### src/verilog/sram.sv
`default_nettype none

// single port, one write or read per cycle
module sram #(
	parameter int addr_width = 5,
	parameter int data_width = 32
) (
	input  wire                   clk,
	input  wire                   cs_i,
	input  wire                   we_i,
	input  wire  [addr_width-1:0] addr_i,
	input  wire  [data_width-1:0] data_i,
	output logic [data_width-1:0] data_o
);

	logic [data_width-1:0] mem [0:(2**addr_width)-1];
	logic [addr_width-1:0] addr_q; // registered read address

	always_ff @(posedge clk) begin
		if (cs_i) begin
			addr_q <= addr_i;
			if (we_i) begin
				mem[addr_i] <= data_i;
			end
		end
	end

	// read data follows the address latched on the last selected edge
	assign data_o = mem[addr_q];

endmodule

`default_nettype wire

### config.mk
export PLATFORM = sky130hd
export DESIGN_NAME = sram
export DESIGN_NICKNAME = d
export VERILOG_FILES = /design/src/verilog/sram.sv
export SDC_FILE = /design/constraint.sdc
export NUM_CORES = 1
export LEC_CHECK = 0
export BUFFER_PORTS_ARGS = -buffer_cell sky130_fd_sc_hd__buf_2
export CAP_MARGIN = 20
export CORE_ASPECT_RATIO = 1.1
export CORE_UTILIZATION = 50
export DETAILED_ROUTE_END_ITERATION = 10
export MAX_ROUTING_LAYER = met4
export PLACE_DENSITY = 0.7
export SYNTH_ARGS = -nofsm -noshare
export SYNTH_HDL_FRONTEND = slang
export SYNTH_SLANG_ARGS = --single-unit
### constraint.sdc
create_clock -name clk -period 3.15 [get_ports clk]
set_clock_uncertainty 0.2 [all_clocks]
set_input_delay 0.315 -clock clk [delete_from_list [all_inputs] [get_ports clk]]
set_output_delay 0.315 -clock clk [all_outputs]
set_load 0.01 [all_outputs]
==> summary.md <==
| Metric | Value |
|---|---|
| CTS tree | built |
| Row count | 108 |
| Multi-input gate area | 8722 um^2 |
| Post-route DRC | 0 |
| Full die area | 81480 um^2 |
| Syn_area_per_cell | 17.86 um^2 |
| Tot Pwr | 28.44 mW |
| Post-Syn Nets | 2289 |
| Top Family by Delay on Critical Path | buffers and inverters |
| Switching power share of the total | 22.23% |
| Most common cell in the netlist | edfxtp_1 |
| Peak supply drop | 431.1 uV |
| CP Class | reg2out |
| Number of buffers created by CTS | 95 |
| Net switching power | 6.322 mW |
| Initial core utilization | 50.73% |
| Leakage | 16.13 nW |
| Gr usage total | 25.07% |
| Fin. max-slew vios | 0 |
| Register area | 31010 um^2 |
| Detail Route Antenna Nets | 0 |
| Biggest fanout along the worst timing path | 28 |
| RSZ-0062 raised after global routing | true |
| Status | finished, final reports clean |
| Critical path arrival | 2.62 ns |
| Flop pwr share | 53.7% |
| Worst-Margin Slew | 0.6358 ns |
| Post-DP HPWL | 52.77 mm |
| Mapped Area | 40170 um^2 |
| H-tree depth | 3 |
| Final instance area | 46260 um^2 |
| Synth-to-Final Area Change | 15.17% |
| Drt pass-1 iters | 5 |
| Synth cell types | 26 |
| Register bit total from synthesis | 1034 |
| Clk sinks | 1034 |
| Top post-synthesis cells by count | edfxtp_1 (1029), mux2i_1 (512), nand2_1 (100) |
| Fmax | 319.2 MHz |
| DIE HEIGHT | 299.3 um |
| Die Wd | 272.3 um |
| Synth top area share | 76.92% |
| Antenna violations before repair | 5 |
| Asr flop ratio synth | 0% |
| CTS root buffer | clkbuf_16 |
| Critical path buffer and inverter count | 3 |
| Grt ovf | 0 |
| Final Util | 58.42% |
| WP data required | 2.63 ns |
| Most area-hungry cell type in the Yosys netlist | edfxtp_1 |
| Max clock buf depth | 3 |
| Max-cap violations | 0 |
| Final setup violation count | 0 |
| P_int | 22.12 mW |
| First-pass GRT wire length | 142.7 mm |
| Crit path launch type | register |
| Crit path cell chain | buf_16 -> buf_16 -> mux2i_1 -> a22o_1 -> nor3_1 -> a31oi_1 -> nand3_1 -> buf_2 |
| Reg clk slew, reported paths | 0.06 ns |
| Logic gate share of total power | 8.6% |
| Ranking of synthesized cells by area | edfxtp_1 (77%), mux2i_1 (13%), a22oi_1 (1.8%), a22o_1 (1.4%), nand3_1 (1.2%) |
| Power per cell area | 614.8 nW/um^2 |
| Drt initial violations | 2534 |
| DR vias/cell | 6.041 |
| IO buf count | 71 |
| GPL Wtd Cong | 0.8125 |
| Num ports | 72 |
| Largest net degree at the start of global routing | 66 |
| Top cell by count, worst path | buf_16 |
| Slowest CP cell | dfxtp_4 |
| Post-synth EDFFs | 1029 |
| Worst stage delay on the critical path | 0.46 ns |
| Normalized max-slew margin | 57.61% |
| HP Class | in2reg |
| Post-synthesis sequential area ratio | 77.17% |
| Fin crit period | 3.133 ns |
| Final hold violation count | 0 |
| Clk pwr share | 37.7% |
| Vias | 21570 |
| Layout cell share with drive strength beyond 1 | 14.50% |
| Core ar. | 79190 um^2 |
| Nets | 2487 |
| Worst setup EP type | primary output |
| Total Wirelength | 100.3 mm |
| Gate Count Post-Synth | 2249 |
| Drt wl/cell | 28.09 um |
| Number of global-route vias before repair | 21470 |
| Cell area after placement | 42580 um^2 |
| Worst skew pair latency | 0.64 ns |
| Synth warn | 0 |
| Ys flop type | edfxtp_1 |
| Period utilisation layout | 99.46% |
| Fillers | 5778 |
==> metal layers <==
metal	GRT usage (%)	vias to the layer above	share of wire, %
li1	-	9355	-
met1	31.76	11090	39
met2	41.57	938	51
met3	3.621	192	7.3
met4	8.427	0	3.0
met5	-	-	0
==> final cells by class <==
class                      count  area share [%]
clock inverter                45          0.6302
timing repair buffer         231           5.106
tap                         1045           2.826
multi-input combinational   1085           18.85
clock buffer                 129           5.552
sequential                  1034           67.02
antenna                        2         0.01082
==> per-stage QoR <==
step / hold WS, ns / worst slack [ns] / cells / setup TNS, ns
after floorplan: 0.2139 / 0.1524 / 2249 / 0
after global placement: 0.2742 / 0.4848 / 3342 / 0
after detailed placement: 0.2691 / 0.4787 / 3342 / 0
after CTS: 0.01042 / -0.03986 / 3560 / -0.1431
after global routing: 0.04168 / -0.05257 / 3571 / -0.3988
final: 0.03960 / 0.01702 / 3571 / 0
==> kinds of logic after synthesis <==
logic type	Yosys count	synth area share (%)
flip-flops	1034	77.17
multiplexers	517	12.90
AO/OA/AOI/OAI	288	4.884
AND/OR/NAND/NOR	280	3.127
buffers and inverters	130	1.922
==> final timing paths <==
check                              end  slack, ns  cells past startpoint                start
setup / recovery            data_o[11]       0.02                      8             register
hold reg to reg               register       0.29                      1  addr_q[4]$_DFFE_PP_
hold / removal    mem[18][7]$_DFFE_PP_       0.04                      1            data_i[7]
setup reg to reg              register       2.15                      1  addr_q[0]$_DFFE_PP_
==> repair_timing <==
item,CTS,global route
setup endpoints to repair,29,26
gates resized for setup,21,14
hold endpoints to repair,999,0
setup buffers,4,4
cloned,3,5
pin swaps,2,2
hold buffers,37,0
==> sequential cells by signal, summed over array words and instances (netlist names), named ones only <==
name / flops
addr_q: 5
mem: 1024
==> power by group through the flow <==
stage / registers [mW] / logic, mW / clock network [mW]
final: 15.3 / 2.45 / 10.7
after global routing: 15.3 / 2.58 / 11.4
after CTS: 15.3 / 2.38 / 10.8
after detailed placement: 15.6 / 2.26 / 0
after global placement: 15.6 / 2.22 / 0
after floorplan: 15.5 / 1.38 / 0
==> cells in the final DEF (no fill, tap or decap), types with 9 or more instances in the layout <==
cell           synthesis  final
clkbuf_1              45     31
a21oi_1               96     96
a22o_1                64     64
mux2i_1              512    511
a31oi_1               32     29
buf_2                 32     71
buf_4                 33     70
buf_12                 0     32
edfxtp_1            1029   1029
clkinv_2               0      9
clkinv_1               0     28
nand2_1              100     99
dlygate4sd3_1          0     37
a22oi_1               96     96
clkbuf_16              0    103
nor2_4                 0     33
nor3_1                32     30
nand3_1               99     96
Power figures use the tool's default switching activity.
