### config.mk
export PLATFORM = sky130hd
export DESIGN_NAME = l1_cache_controller
export DESIGN_NICKNAME = d
export VERILOG_FILES = /design/src/verilog/l1_cache_pkg.sv /design/src/verilog/l1_cache_controller.sv
export SDC_FILE = /design/constraint.sdc
export NUM_CORES = 1
export LEC_CHECK = 0
export ABC_CLOCK_PERIOD_IN_PS = 1000
export BUFFER_PORTS_ARGS = -buffer_cell sky130_fd_sc_hd__buf_2
export CORE_AREA = 2 2 39 41
export CTS_CLUSTER_SIZE = 12
export DETAILED_ROUTE_END_ITERATION = 7
export DIE_AREA = 0 0 41 43
export GPL_TIMING_DRIVEN = 1
export PLACE_DENSITY_LB_ADDON = 0.3
export SYNTH_ARGS = -nofsm -noshare
export SYNTH_HDL_FRONTEND = slang
export SYNTH_SLANG_ARGS = --single-unit
### constraint.sdc
create_clock -name clk -period 1 [get_ports clk]
set_input_delay 0 -clock clk [delete_from_list [all_inputs] [get_ports clk]]
set_output_delay 0 -clock clk [all_outputs]
set_load 0.005 [all_outputs]
### src/verilog/l1_cache_pkg.sv
`default_nettype none

package l1_cache_pkg;

	// ~~~~~~~~~~~~~~~~~~~~~~~~~~~~~~~~~~~~~~~~
	// geometry
	// ~~~~~~~~~~~~~~~~~~~~~~~~~~~~~~~~~~~~~~~~

	localparam int ADDR_W     = 32;  // byte address
	localparam int DATA_W     = 32;  // processor word
	localparam int TAG_W      = 22;
	localparam int INDEX_W    = 5;
	localparam int OFFSET_W   = 5;   // byte offset inside a block
	localparam int WORD_SEL_W = 3;   // offset bits 4..2
	localparam int NUM_LINES  = 32;
	localparam int BLOCK_W    = 256; // eight words per line

	// ~~~~~~~~~~~~~~~~~~~~~~~~~~~~~~~~~~~~~~~~
	// request types
	// ~~~~~~~~~~~~~~~~~~~~~~~~~~~~~~~~~~~~~~~~

	// processor request, held steady until stall drops
	typedef struct packed {
		logic [ADDR_W-1:0] addr;
		logic [DATA_W-1:0] wdata;
		logic              we;
	} cpu_req_t;

	// block request toward external memory
	typedef struct packed {
		logic [ADDR_W-1:0]  addr;  // block aligned, low offset bits zero
		logic [BLOCK_W-1:0] wdata; // victim block on writeback
		logic               we;    // 1 = writeback, 0 = refill
	} mem_req_t;

	// one entry of the tag store
	typedef struct packed {
		logic             dirty;
		logic [TAG_W-1:0] tag;
	} tag_entry_t;

	// ~~~~~~~~~~~~~~~~~~~~~~~~~~~~~~~~~~~~~~~~
	// controller states
	// ~~~~~~~~~~~~~~~~~~~~~~~~~~~~~~~~~~~~~~~~

	typedef enum logic [2:0] {
		IDLE         = 3'd0, // waiting for chip select, start sram read
		LOOKUP       = 3'd1, // tag compare on sram output
		WB_REQ       = 3'd2, // victim block out, wait for ack
		WB_RELEASE   = 3'd3, // req low, wait for ack low
		FILL_REQ     = 3'd4, // refill read, write line on ack
		FILL_RELEASE = 3'd5  // req low, wait for ack low
	} ctrl_state_t;

endpackage

`default_nettype wire
### src/verilog/l1_cache_controller.sv
`default_nettype none

module l1_cache_controller (
	input  wire  clk,
	input  wire  rst_n_i,
	input  wire  cs_i,        // processor chip select
	input  wire  we_i,        // processor write
	input  wire  hit_i,
	input  wire  dirty_i,
	input  wire  ext_ack_i,
	output logic sram_cs_o,   // tag and data store select
	output logic line_we_o,   // write tag and data store
	output logic fill_o,      // refill block instead of merged block
	output logic victim_o,    // stored tag forms the external address
	output logic valid_set_o,
	output logic ext_req_o,
	output logic ext_we_o,
	output logic stall_o
);

	l1_cache_pkg::ctrl_state_t state_q;
	l1_cache_pkg::ctrl_state_t state_d;

	logic in_idle;
	logic in_lookup;
	logic write_hit;
	logic fill_done;

	// ~~~~~~~~~~~~~~~~~~~~~~~~~~~~~~~~~~~~~~~~
	// state register
	// ~~~~~~~~~~~~~~~~~~~~~~~~~~~~~~~~~~~~~~~~

	always_ff @(posedge clk) begin
		if (!rst_n_i) begin
			state_q <= l1_cache_pkg::IDLE;
		end else begin
			state_q <= state_d;
		end
	end

	// ~~~~~~~~~~~~~~~~~~~~~~~~~~~~~~~~~~~~~~~~
	// next state
	// ~~~~~~~~~~~~~~~~~~~~~~~~~~~~~~~~~~~~~~~~

	always_comb begin
		state_d = state_q;
		unique case (state_q)
			l1_cache_pkg::IDLE: begin
				if (cs_i) begin
					state_d = l1_cache_pkg::LOOKUP; // store read issued this cycle
				end
			end
			l1_cache_pkg::LOOKUP: begin
				if (!cs_i || hit_i) begin
					state_d = l1_cache_pkg::IDLE;
				end else if (dirty_i) begin
					state_d = l1_cache_pkg::WB_REQ;
				end else begin
					state_d = l1_cache_pkg::FILL_REQ;
				end
			end
			l1_cache_pkg::WB_REQ: begin
				if (ext_ack_i) begin
					state_d = l1_cache_pkg::WB_RELEASE;
				end
			end
			l1_cache_pkg::WB_RELEASE: begin
				// memory must drop ack before the refill request
				if (!ext_ack_i) begin
					state_d = l1_cache_pkg::FILL_REQ;
				end
			end
			l1_cache_pkg::FILL_REQ: begin
				if (ext_ack_i) begin
					state_d = l1_cache_pkg::FILL_RELEASE;
				end
			end
			l1_cache_pkg::FILL_RELEASE: begin
				if (!ext_ack_i) begin
					state_d = l1_cache_pkg::IDLE; // lookup runs again, now a hit
				end
			end
			default: begin
				state_d = l1_cache_pkg::IDLE;
			end
		endcase
	end

	// ~~~~~~~~~~~~~~~~~~~~~~~~~~~~~~~~~~~~~~~~
	// outputs
	// ~~~~~~~~~~~~~~~~~~~~~~~~~~~~~~~~~~~~~~~~

	assign in_idle   = (state_q == l1_cache_pkg::IDLE);
	assign in_lookup = (state_q == l1_cache_pkg::LOOKUP);

	// write hit updates the line in the completing cycle
	assign write_hit = in_lookup && cs_i && hit_i && we_i;

	// refill data is valid while ack is high
	assign fill_done = (state_q == l1_cache_pkg::FILL_REQ) && ext_ack_i;

	assign line_we_o   = write_hit || fill_done;
	assign sram_cs_o   = (in_idle && cs_i) || line_we_o; // read in idle, else write
	assign fill_o      = (state_q == l1_cache_pkg::FILL_REQ);
	assign valid_set_o = fill_done;

	assign victim_o  = (state_q == l1_cache_pkg::WB_REQ);
	assign ext_we_o  = (state_q == l1_cache_pkg::WB_REQ);
	assign ext_req_o = (state_q == l1_cache_pkg::WB_REQ) ||
	                   (state_q == l1_cache_pkg::FILL_REQ);

	// only a hit in lookup lets the access finish
	assign stall_o = cs_i && !(in_lookup && hit_i);

endmodule

`default_nettype wire

==> results of run 1 <==
## power groups by stage
stage / sequential [uW] / clock, uW / combinational [uW]
3_3_place_gp: 138 / 0 / 79.8
3_5_place_dp: 139 / 0 / 79.1
6_report: 132 / 210 / 111
5_1_grt: 133 / 232 / 121
2_1_floorplan: 135 / 0 / 46.6
4_1_cts: 131 / 218 / 103
## per-stage QoR
step | total power, uW | TNS (ns) | setup WS (ns) | hold slack, ns | util, %
floorplan | 181 | 0 | 0.0174 | 0.0899 | -
CTS | 452 | -0.845 | -0.193 | 0.0269 | 34.4
detailed placement | 219 | -0.0929 | -0.0489 | 0.268 | 27.9
global route | 486 | -1.37 | -0.229 | 0.0300 | 36.3
finish | 452 | -0.819 | -0.183 | 0.0282 | 36.3
global placement | 218 | -0.0400 | -0.0241 | 0.266 | 27.9
## worst max-delay path, delay by kind of cell, from the launching register on
family | cells | cell delay [ns]
and+or+nand+nor | 2 | 0.34
DFF | 1 | 0.36
buffers and inverters | 2 | 0.25
## worst min path at each step
stage / end / cells after the start
finish: state_q[0] / 2
global route: state_q[0] / 2
CTS: state_q[0] / 2
detailed placement: state_q[0] / 2
global placement: state_q[0] / 2
floorplan: stall_o / 1
## metal layers
layer  up-vias  wire [um]  GRT usage (%)
li1        165          -              -
met1       144        336           14.4
met2        12        323           14.1
met3         0         66           2.09
met4         0          0           4.00
met5         -          0              0
## cell usage in the layout (no fill, tap or decap), types with 2 or more instances in the layout
cell type	synthesis	final
buf_2	0	13
buf_4	2	6
buf_6	0	4
clkbuf_4	0	3
dfxtp_4	0	3
nor3b_4	0	2
nor2b_4	1	2
nand2b_1	2	2
nor2b_1	2	2
## logic make-up after synthesis
kind of cell	count (synthesis)	synth area share, %
DFF	3	21.9
AOI/OAI and AO/OA	8	20.6
and+or+nand+nor	17	49.3
buffers and inverters	4	8.22
## cell type report
| cell class | instances | area (um^2) | share of cell area [%] |
|---|---|---|---|
| timing repair buffer | 23 | 155 | 30.8 |
| sequential | 3 | 71.3 | 14.2 |
| multi-input combinational | 25 | 223 | 44.3 |
| clock buffer | 4 | 26.3 | 5.22 |
| inverter | 2 | 7.51 | 1.49 |
| tap | 16 | 20.0 | 3.98 |
## repair_timing
item	4_1_cts	5_1_grt
endpoints found under the setup margin	11	11
setup buffers	4	2
pin swaps	6	5
resized for setup	10	4
endpoints found under the hold margin	0	0
==> impl_metrics.csv, run 1 <==
group,metric,value,unit
outcome,status,"finished, violations left",
outcome,violations,"negative setup slack",
synth,syn-num-nets,39,
synth,netlist_instances,32,
power_and_ir_drop,netSwitchingFraction,25.3,%
timing,period_share,118,%
power_and_ir_drop,p_int,338,uW
floorplan,fp.dieH,43,um
worst_setup_path,rrSetupSlack,-0.03,ns
route,dr.pass1.iters,2,
power_and_ir_drop,pwr-share-comb,24.5,%
cts,clock_path_buffers,2,
timing,setup_viol,9,
global_route,grt_pass1_wl,1240,um
synth,synth_commonest_cells,"dfxtp_1 (3), nor3b_2 (3)",
synth,synth_seq_cells,3,
cells_and_area,regMostFlops,"state_q",
power_and_ir_drop,p_leak,0.000244,uW
cts,cts.sinks,3,
cts,cts_hold_buf,0,
placement,portBuffers,14,
worst_setup_path,crit_chain,"nor3b_4 -> buf_4 -> or2_1 -> buf_2",
worst_setup_path,crit_path_end,"ext_req_o",
global_route,grt_max_degree,10,
worst_setup_path,r2r_cells,4,
synth,yosysSeqAreaShare,21.9,%
power_and_ir_drop,peakVddDrop,362,uV
min_path,hold_class,"input port to flip-flop",
global_route,grt_pass1_vias,295,
worst_setup_path,timing.rr.start,"state_q[0]",
global_route,grt_antenna_before_repair,0,
synth,synth_ff_type,"dfxtp_1",
cts,cts-root-buf,"clkbuf_4",
timing,rsz0062_at_grt,"true",
placement,place_area,387,um^2
floorplan,placementRows,14,
cells_and_area,fillers,162,
synth,yosysTopAreaCell,"dfxtp_1",
route,drt-total-wl,726,um
power_and_ir_drop,power_switching,114,uW
timing,worst_clock_skew,0.00255,ns
worst_setup_path,crit_fanout,7,
worst_setup_path,startpoint,"state_q[2]",
timing,hold_viol_final,0,
cells_and_area,top_regs,"state_q (3)",
route,via_per_inst,4.40,
cells_and_area,largest_reg_flops,3,
synth,yosysUniqueCellTypes,23,
worst_setup_path,crit_required,1.00,ns
worst_setup_path,timing.rr.end,"state_q[0]",
worst_setup_path,crit_arrival,1.18,ns
timing,drv_slew,0,
cts,htreeDepth,1,
route,antenna_left,0,
route,drt_iter0_markers,2,
flow_run,drv_cap,0,
worst_setup_path,startpoint_type,"flip-flop",
synth,async_flop_share,0,%
cells_and_area,drive_gt1_share,66.7,%
cells_and_area,synthToLayoutAreaGrowth,83.6,%
cells_and_area,final_nets,65,
synth,yosysTopAreaCellShare,21.9,%
floorplan,ios,15,
floorplan,initial_utilization,19.8,%
global_route,overflow,0,
cts,path_clk_slew,0.04,ns
timing,fin_crit,1.18,ns
power_and_ir_drop,power.density,899,nW/um^2
route,drcViolationCount,0,
cts,tritoncts,"yes",
cells_and_area,design_area,503,um^2
min_path,hp-start,"rst_n_i",
synth,yosys_warnings,0,
synth,synthesis.area,274,um^2
synth,avgSynthCellArea,8.56,um^2
power_and_ir_drop,clkPwrFrac,46.4,%
floorplan,dieArea,1760,um^2
placement,dp_cells,64,
cells_and_area,fin_cells,73,
floorplan,core-area,1380,um^2
synth,synth-edff-count,0,
timing,fin_ws,-0.183,ns
global_route,grt_use_total,10.0,%
synth,synth_area_leaders,"dfxtp_1 (22%), nor3b_2 (14%), buf_4 (5.5%), nor2b_4 (5.0%), and4bb_1 (4.6%)",
floorplan,die_x,41,um
worst_setup_path,worstSetupEndpointType,"primary output",
route,vias,321,
placement,dp_hpwl,521,um
route,avgRoutedWirePerCell,9.95,um
worst_setup_path,cp_slowest_cell,"dfxtp_4",
timing,timing.slew.headroom,88.8,%
worst_setup_path,path_class,"flip-flop to primary output",
worst_setup_path,cpPeakStageDelay,0.36,ns
timing,worstMarginPinSlew,0.167,ns
placement,gp_congestion,0.697,
cts,cts_buffers,3,
power_and_ir_drop,seq_power_share,29.1,%
timing,clock.fmax,846,MHz
cts,clk_latency,0.23,ns
cells_and_area,diodes,0,
No activity file was read; power rests on OpenSTA's default activity.
==> run 2: changes to the inputs <==
==> constraint.sdc (replaced) <==
create_clock -name clk -period 1 [get_ports clk]
set_input_delay 0.2 -clock clk [delete_from_list [all_inputs] [get_ports clk]]
set_output_delay 0.2 -clock clk [all_outputs]
set_load 0.005 [all_outputs]
==> run 2 against run 1 <==
  * Maximum frequency shrank 14%
  * Sequential power about the same
  * Critical path type unchanged
  * First-iteration DRC count increased to 3.0 times the previous value
  * Total power increased by 2.4%
  * Final area up 4.2%
  * Combinational power hardly changed
  * Utilization increased by 1.5 points
  * Global-route usage increased by 1.6 points
  * Via count is 3.7% higher
  * Register-to-register slack got worse by 0.23 ns
  * The flow still finishes with violations (negative setup slack)
  * Die area unchanged
==> impl_metrics.csv, run 2 (same netlist as run 1, synthesis figures left out) <==
group,metric,value,unit
timing,hold_viol_final,0,
cts,clock_path_buffers,2,
global_route,grt_use_total,11.6,%
cts,tritoncts,"yes",
outcome,violations,"negative setup slack",
timing,worst_clock_skew,0.00728,ns
cells_and_area,regMostFlops,"state_q",
cells_and_area,utilization,37.9,%
route,antenna_left,0,
floorplan,core-area,1380,um^2
timing,worstMarginPinSlew,0.173,ns
global_route,grt_max_degree,7,
cts,cts_buffers,3,
timing,hold-worst-slack,0.223,ns
cells_and_area,top_regs,"state_q (3)",
cells_and_area,diodes,0,
timing,fin_ws,-0.379,ns
cts,path_clk_slew,0.04,ns
route,drt-total-wl,782,um
route,drcViolationCount,0,
timing,setup_viol,10,
power_and_ir_drop,peakVddDrop,350,uV
global_route,grt_pass1_vias,310,
timing,fin_crit,1.38,ns
outcome,status,"finished, violations left",
cts,clk_latency,0.24,ns
cts,cts.sinks,3,
floorplan,dieArea,1760,um^2
floorplan,fp.dieH,43,um
cts,htreeDepth,1,
worst_setup_path,crit_arrival,1.18,ns
worst_setup_path,startpoint_type,"flip-flop",
cells_and_area,mostFrequentLayoutCell,"buf_2",
global_route,grt_pass1_wl,1280,um
placement,dp_hpwl,585,um
worst_setup_path,crit_fanout,5,
timing,timing.slew.headroom,88.4,%
worst_setup_path,crit_required,0.80,ns
route,via_per_inst,4.32,
cells_and_area,synthToLayoutAreaGrowth,91.3,%
placement,post-place-ws,-0.163,ns
power_and_ir_drop,p_leak,0.000260,uW
cells_and_area,fin_cells,77,
placement,gp_congestion,0.779,
power_and_ir_drop,power.density,884,nW/um^2
floorplan,ios,15,
route,avgRoutedWirePerCell,10.2,um
cells_and_area,final_nets,69,
cells_and_area,drive_gt1_share,65.6,%
worst_setup_path,path_class,"flip-flop to primary output",
cts,cts-root-buf,"clkbuf_4",
timing,period_share,138,%
timing,finalSetupTns,-2.75,ns
timing,drv_slew,0,
route,dr.pass1.iters,4,
route,vias,333,
global_route,overflow,0,
worst_setup_path,worstSetupEndpointType,"primary output",
floorplan,placementRows,14,
global_route,grt_antenna_before_repair,0,
timing,clock.fmax,725,MHz
timing,rsz0062_at_grt,"true",
floorplan,die_x,41,um
route,drt_iter0_markers,6,
placement,portBuffers,14,
min_path,hold_class,"input port to flip-flop",
cells_and_area,largest_reg_flops,3,
floorplan,initial_utilization,19.8,%
cells_and_area,layout.cells.most_common_list,"buf_2 (13), buf_4 (10), buf_6 (4), clkbuf_4 (3), dfxtp_4 (3)",
cts,cts_hold_buf,0,
placement,dp_cells,69,
flow_run,drv_cap,0,
run 2: path summary, 6_finish.rpt:
check	start	end	slack, ns	cells after the start
setup / recovery	state_q[2]	ext_req_o	-0.38	4
hold / removal	rst_n_i	state_q[0]	0.22	2
setup reg to reg	state_q[2]	state_q[0]	-0.26	5
hold reg to reg	state_q[2]	state_q[2]	0.62	3
run 2: metal layers:
layer | wire, um | GRT usage, % | up-vias
met5 | 0 | 0 | -
li1 | - | - | 174
met2 | 349 | 14.7 | 17
met4 | 34 | 14.0 | 0
met1 | 348 | 13.5 | 138
met3 | 50 | 3.14 | 4
run 2: where the power goes:
group / total (uW) / switching, uW / internal (uW) / leakage [uW]
Clock: 223 / 72.9 / 150 / 0.0000150
Combinational: 111 / 43.6 / 67.3 / 0.000218
Sequential: 129 / 8.64 / 121 / 0.0000267
Total: 463 / 125 / 338 / 0.000260
run 2: final cells by class:
cell class                      count  area (um^2)
Timing Repair Buffer               27          185
Fill cell                         155          860
Clock buffer                        4         26.3
Multi-Input combinational cell     25          214
Inverter                            2         7.51
Sequential cell                     3         71.3
Tap cell                           16         20.0
run 2: critical path: stages (launching register included):
cell	delay [ns]
dfxtp_4	0.35
nor3b_4	0.15
buf_4	0.13
or2_1	0.19
buf_2	0.12
run 2: metrics by stage:
stage                     power (uW)  instance area [um^2]
final                            463                   524
after global routing             486                   524
after CTS                        463                   503
after detailed placement         235                   429
after global placement           237                   429
after floorplan                  182                   290
run 2: what timing repair did:
item	CTS	global route
pin swaps	4	5
gates cloned	0	0
gates resized for setup	6	3
endpoints found under the setup margin	11	11
buffers inserted	3	1
==> run 3: changes to the inputs <==
--- a/config.mk
+++ b/config.mk
@@ -5,12 +5,12 @@
 export SDC_FILE = /design/constraint.sdc
 export NUM_CORES = 1
 export LEC_CHECK = 0
-export ABC_CLOCK_PERIOD_IN_PS = 1000
-export BUFFER_PORTS_ARGS = -buffer_cell sky130_fd_sc_hd__buf_2
+export ABC_CLOCK_PERIOD_IN_PS = 1400
 export CORE_AREA = 2 2 39 41
 export CTS_CLUSTER_SIZE = 12
 export DETAILED_ROUTE_END_ITERATION = 7
 export DIE_AREA = 0 0 41 43
+export DONT_BUFFER_PORTS = 1
 export GPL_TIMING_DRIVEN = 1
 export PLACE_DENSITY_LB_ADDON = 0.3
 export SYNTH_ARGS = -nofsm -noshare
==> constraint.sdc (replaced) <==
create_clock -name clk -period 1.4 [get_ports clk]
set_input_delay 0.28 -clock clk [delete_from_list [all_inputs] [get_ports clk]]
set_output_delay 0.28 -clock clk [all_outputs]
set_load 0.005 [all_outputs]
==> run 3 against run 2 <==
  * The flow now finishes without violations
  * Utilization shrank 11 points
  * Combinational power shrank 65%
  * Critical path type unchanged
  * Die area is the same
==> impl_metrics.csv, run 3 (same netlist as run 1, synthesis figures left out) <==
group,metric,value,unit
global_route,grt_max_degree,8,
floorplan,fp.dieH,43,um
timing,worstMarginPinSlew,0.224,ns
power_and_ir_drop,peakVddDrop,329,uV
cells_and_area,layout.cells.most_common_list,"buf_4 (5), clkbuf_4 (3)",
cts,clock_path_buffers,2,
route,via_per_inst,4.69,
placement,dp_hpwl,514,um
worst_setup_path,cpPeakStageDelay,0.36,ns
power_and_ir_drop,power,288,uW
worst_setup_path,cp_slowest_cell,"dfxtp_4",
cells_and_area,mostFrequentLayoutCell,"buf_4",
power_and_ir_drop,power.density,788,nW/um^2
global_route,grt_pass1_wl,1080,um
cells_and_area,diodes,0,
cts,post-cts-setup-buffers,0,
cells_and_area,largest_reg_flops,3,
worst_setup_path,crit_required,1.12,ns
cells_and_area,drive_gt1_share,46.2,%
global_route,overflow,0,
floorplan,dieArea,1760,um^2
global_route,grt_pass1_vias,248,
outcome,status,"finished clean",
cts,tritoncts,"yes",
placement,portBuffers,0,
power_and_ir_drop,p_leak,0.000152,uW
route,drt_iter0_markers,2,
worst_setup_path,cp_top_family,"flip-flops",
timing,clock.fmax,724,MHz
worst_setup_path,worstSetupEndpointType,"primary output",
route,drt-total-wl,649,um
worst_setup_path,path_buf_inv,1,
global_route,grt_antenna_before_repair,0,
route,avgRoutedWirePerCell,11.8,um
cts,cts.sinks,3,
timing,fin_crit,1.38,ns
route,drcViolationCount,0,
floorplan,placementRows,14,
placement,gp_congestion,0.779,
timing,setup_viol,0,
cells_and_area,final_nets,47,
min_path,hold_class,"input port to flip-flop",
floorplan,initial_utilization,19.8,%
cells_and_area,regMostFlops,"state_q",
route,vias,258,
cts,clk_latency,0.23,ns
floorplan,core-area,1380,um^2
global_route,grt_use_total,9.32,%
floorplan,die_x,41,um
cells_and_area,synthToLayoutAreaGrowth,33.3,%
timing,drv_slew,0,
worst_setup_path,crit_fanout,6,
timing,hold-worst-slack,0.194,ns
timing,timing.slew.headroom,85.0,%
cells_and_area,fillers,155,
cts,htreeDepth,1,
worst_setup_path,path_class,"flip-flop to primary output",
cts,cts_buffers,3,
route,dr.pass1.iters,2,
flow_run,drv_cap,0,
timing,hold_viol_final,0,
worst_setup_path,startpoint_type,"flip-flop",
worst_setup_path,crit_arrival,1.10,ns
worst_setup_path,crit_chain,"nor3b_4 -> buf_4 -> or2_1",
cts,cts-root-buf,"clkbuf_4",
timing,worst_clock_skew,0.00196,ns
cts,path_clk_slew,0.04,ns
floorplan,ios,15,
route,antenna_left,0,
cells_and_area,top_regs,"state_q (3)",
timing,period_share,98.7,%
timing,rsz0062_at_grt,"true",
## run 3: worst paths after layout
path,start,endpoint,slack (ns),depth (start not counted)
max reg2reg,state_q[2],state_q[0],0.33,3
max,state_q[2],ext_req_o,0.02,3
min reg2reg,state_q[2],state_q[1],0.60,2
min,rst_n_i,state_q[2],0.19,1
## run 3: worst reg2reg max path, cell delays in order, from the launching register on
cell and delay [ns]:
dfxtp_4 0.36, buf_4 0.15, a221o_1 0.29, and3_1 0.16
## run 3: report_power, final
part	internal [uW]	switching, uW	leakage [uW]
registers	87.9	8.27	0.0000264
clock network	107	46.3	0.0000150
logic	22.8	15.6	0.000111
## run 3: area by class of cell
cell class,instances,area (um^2),share of cell area [%]
multi-input combinational,25,205,56.2
inverter,2,7.51,2.05
tap,16,20.0,5.48
clock buffer,4,26.3,7.19
timing repair buffer,5,37.5,10.3
sequential,3,68.8,18.8
## run 3: per-stage QoR
| stage | utilization [%] | worst slack (ns) | instance area [um^2] | TNS [ns] | std cells |
|---|---|---|---|---|---|
| after global routing | 26.4 | -0.0488 | 365 | -0.137 | 55 |
| after global placement | 22.9 | 0.140 | 317 | 0 | 51 |
| after detailed placement | 22.9 | 0.123 | 317 | 0 | 51 |
| after CTS | 26.2 | -0.00102 | 363 | -0.00102 | 55 |
| final | 26.4 | 0.0189 | 365 | 0 | 55 |
| after floorplan | - | 0.184 | 274 | 0 | 32 |
## run 3: timing repair
item / 4_1_cts / 5_1_grt
pin swaps: 0 / 1
gates cloned: 0 / 0
gates resized for setup: 7 / 1
setup endpoints to repair: 7 / 4
hold buffers: 0 / 0
## run 3: per-layer routing
| metal | wire [um] | track usage, % | up-vias |
|---|---|---|---|
| li1 | - | - | 129 |
| met1 | 279 | 12.8 | 116 |
| met2 | 303 | 11.3 | 11 |
| met3 | 51 | 4.19 | 2 |
| met4 | 14 | 6.00 | 0 |
| met5 | 0 | 0 | - |
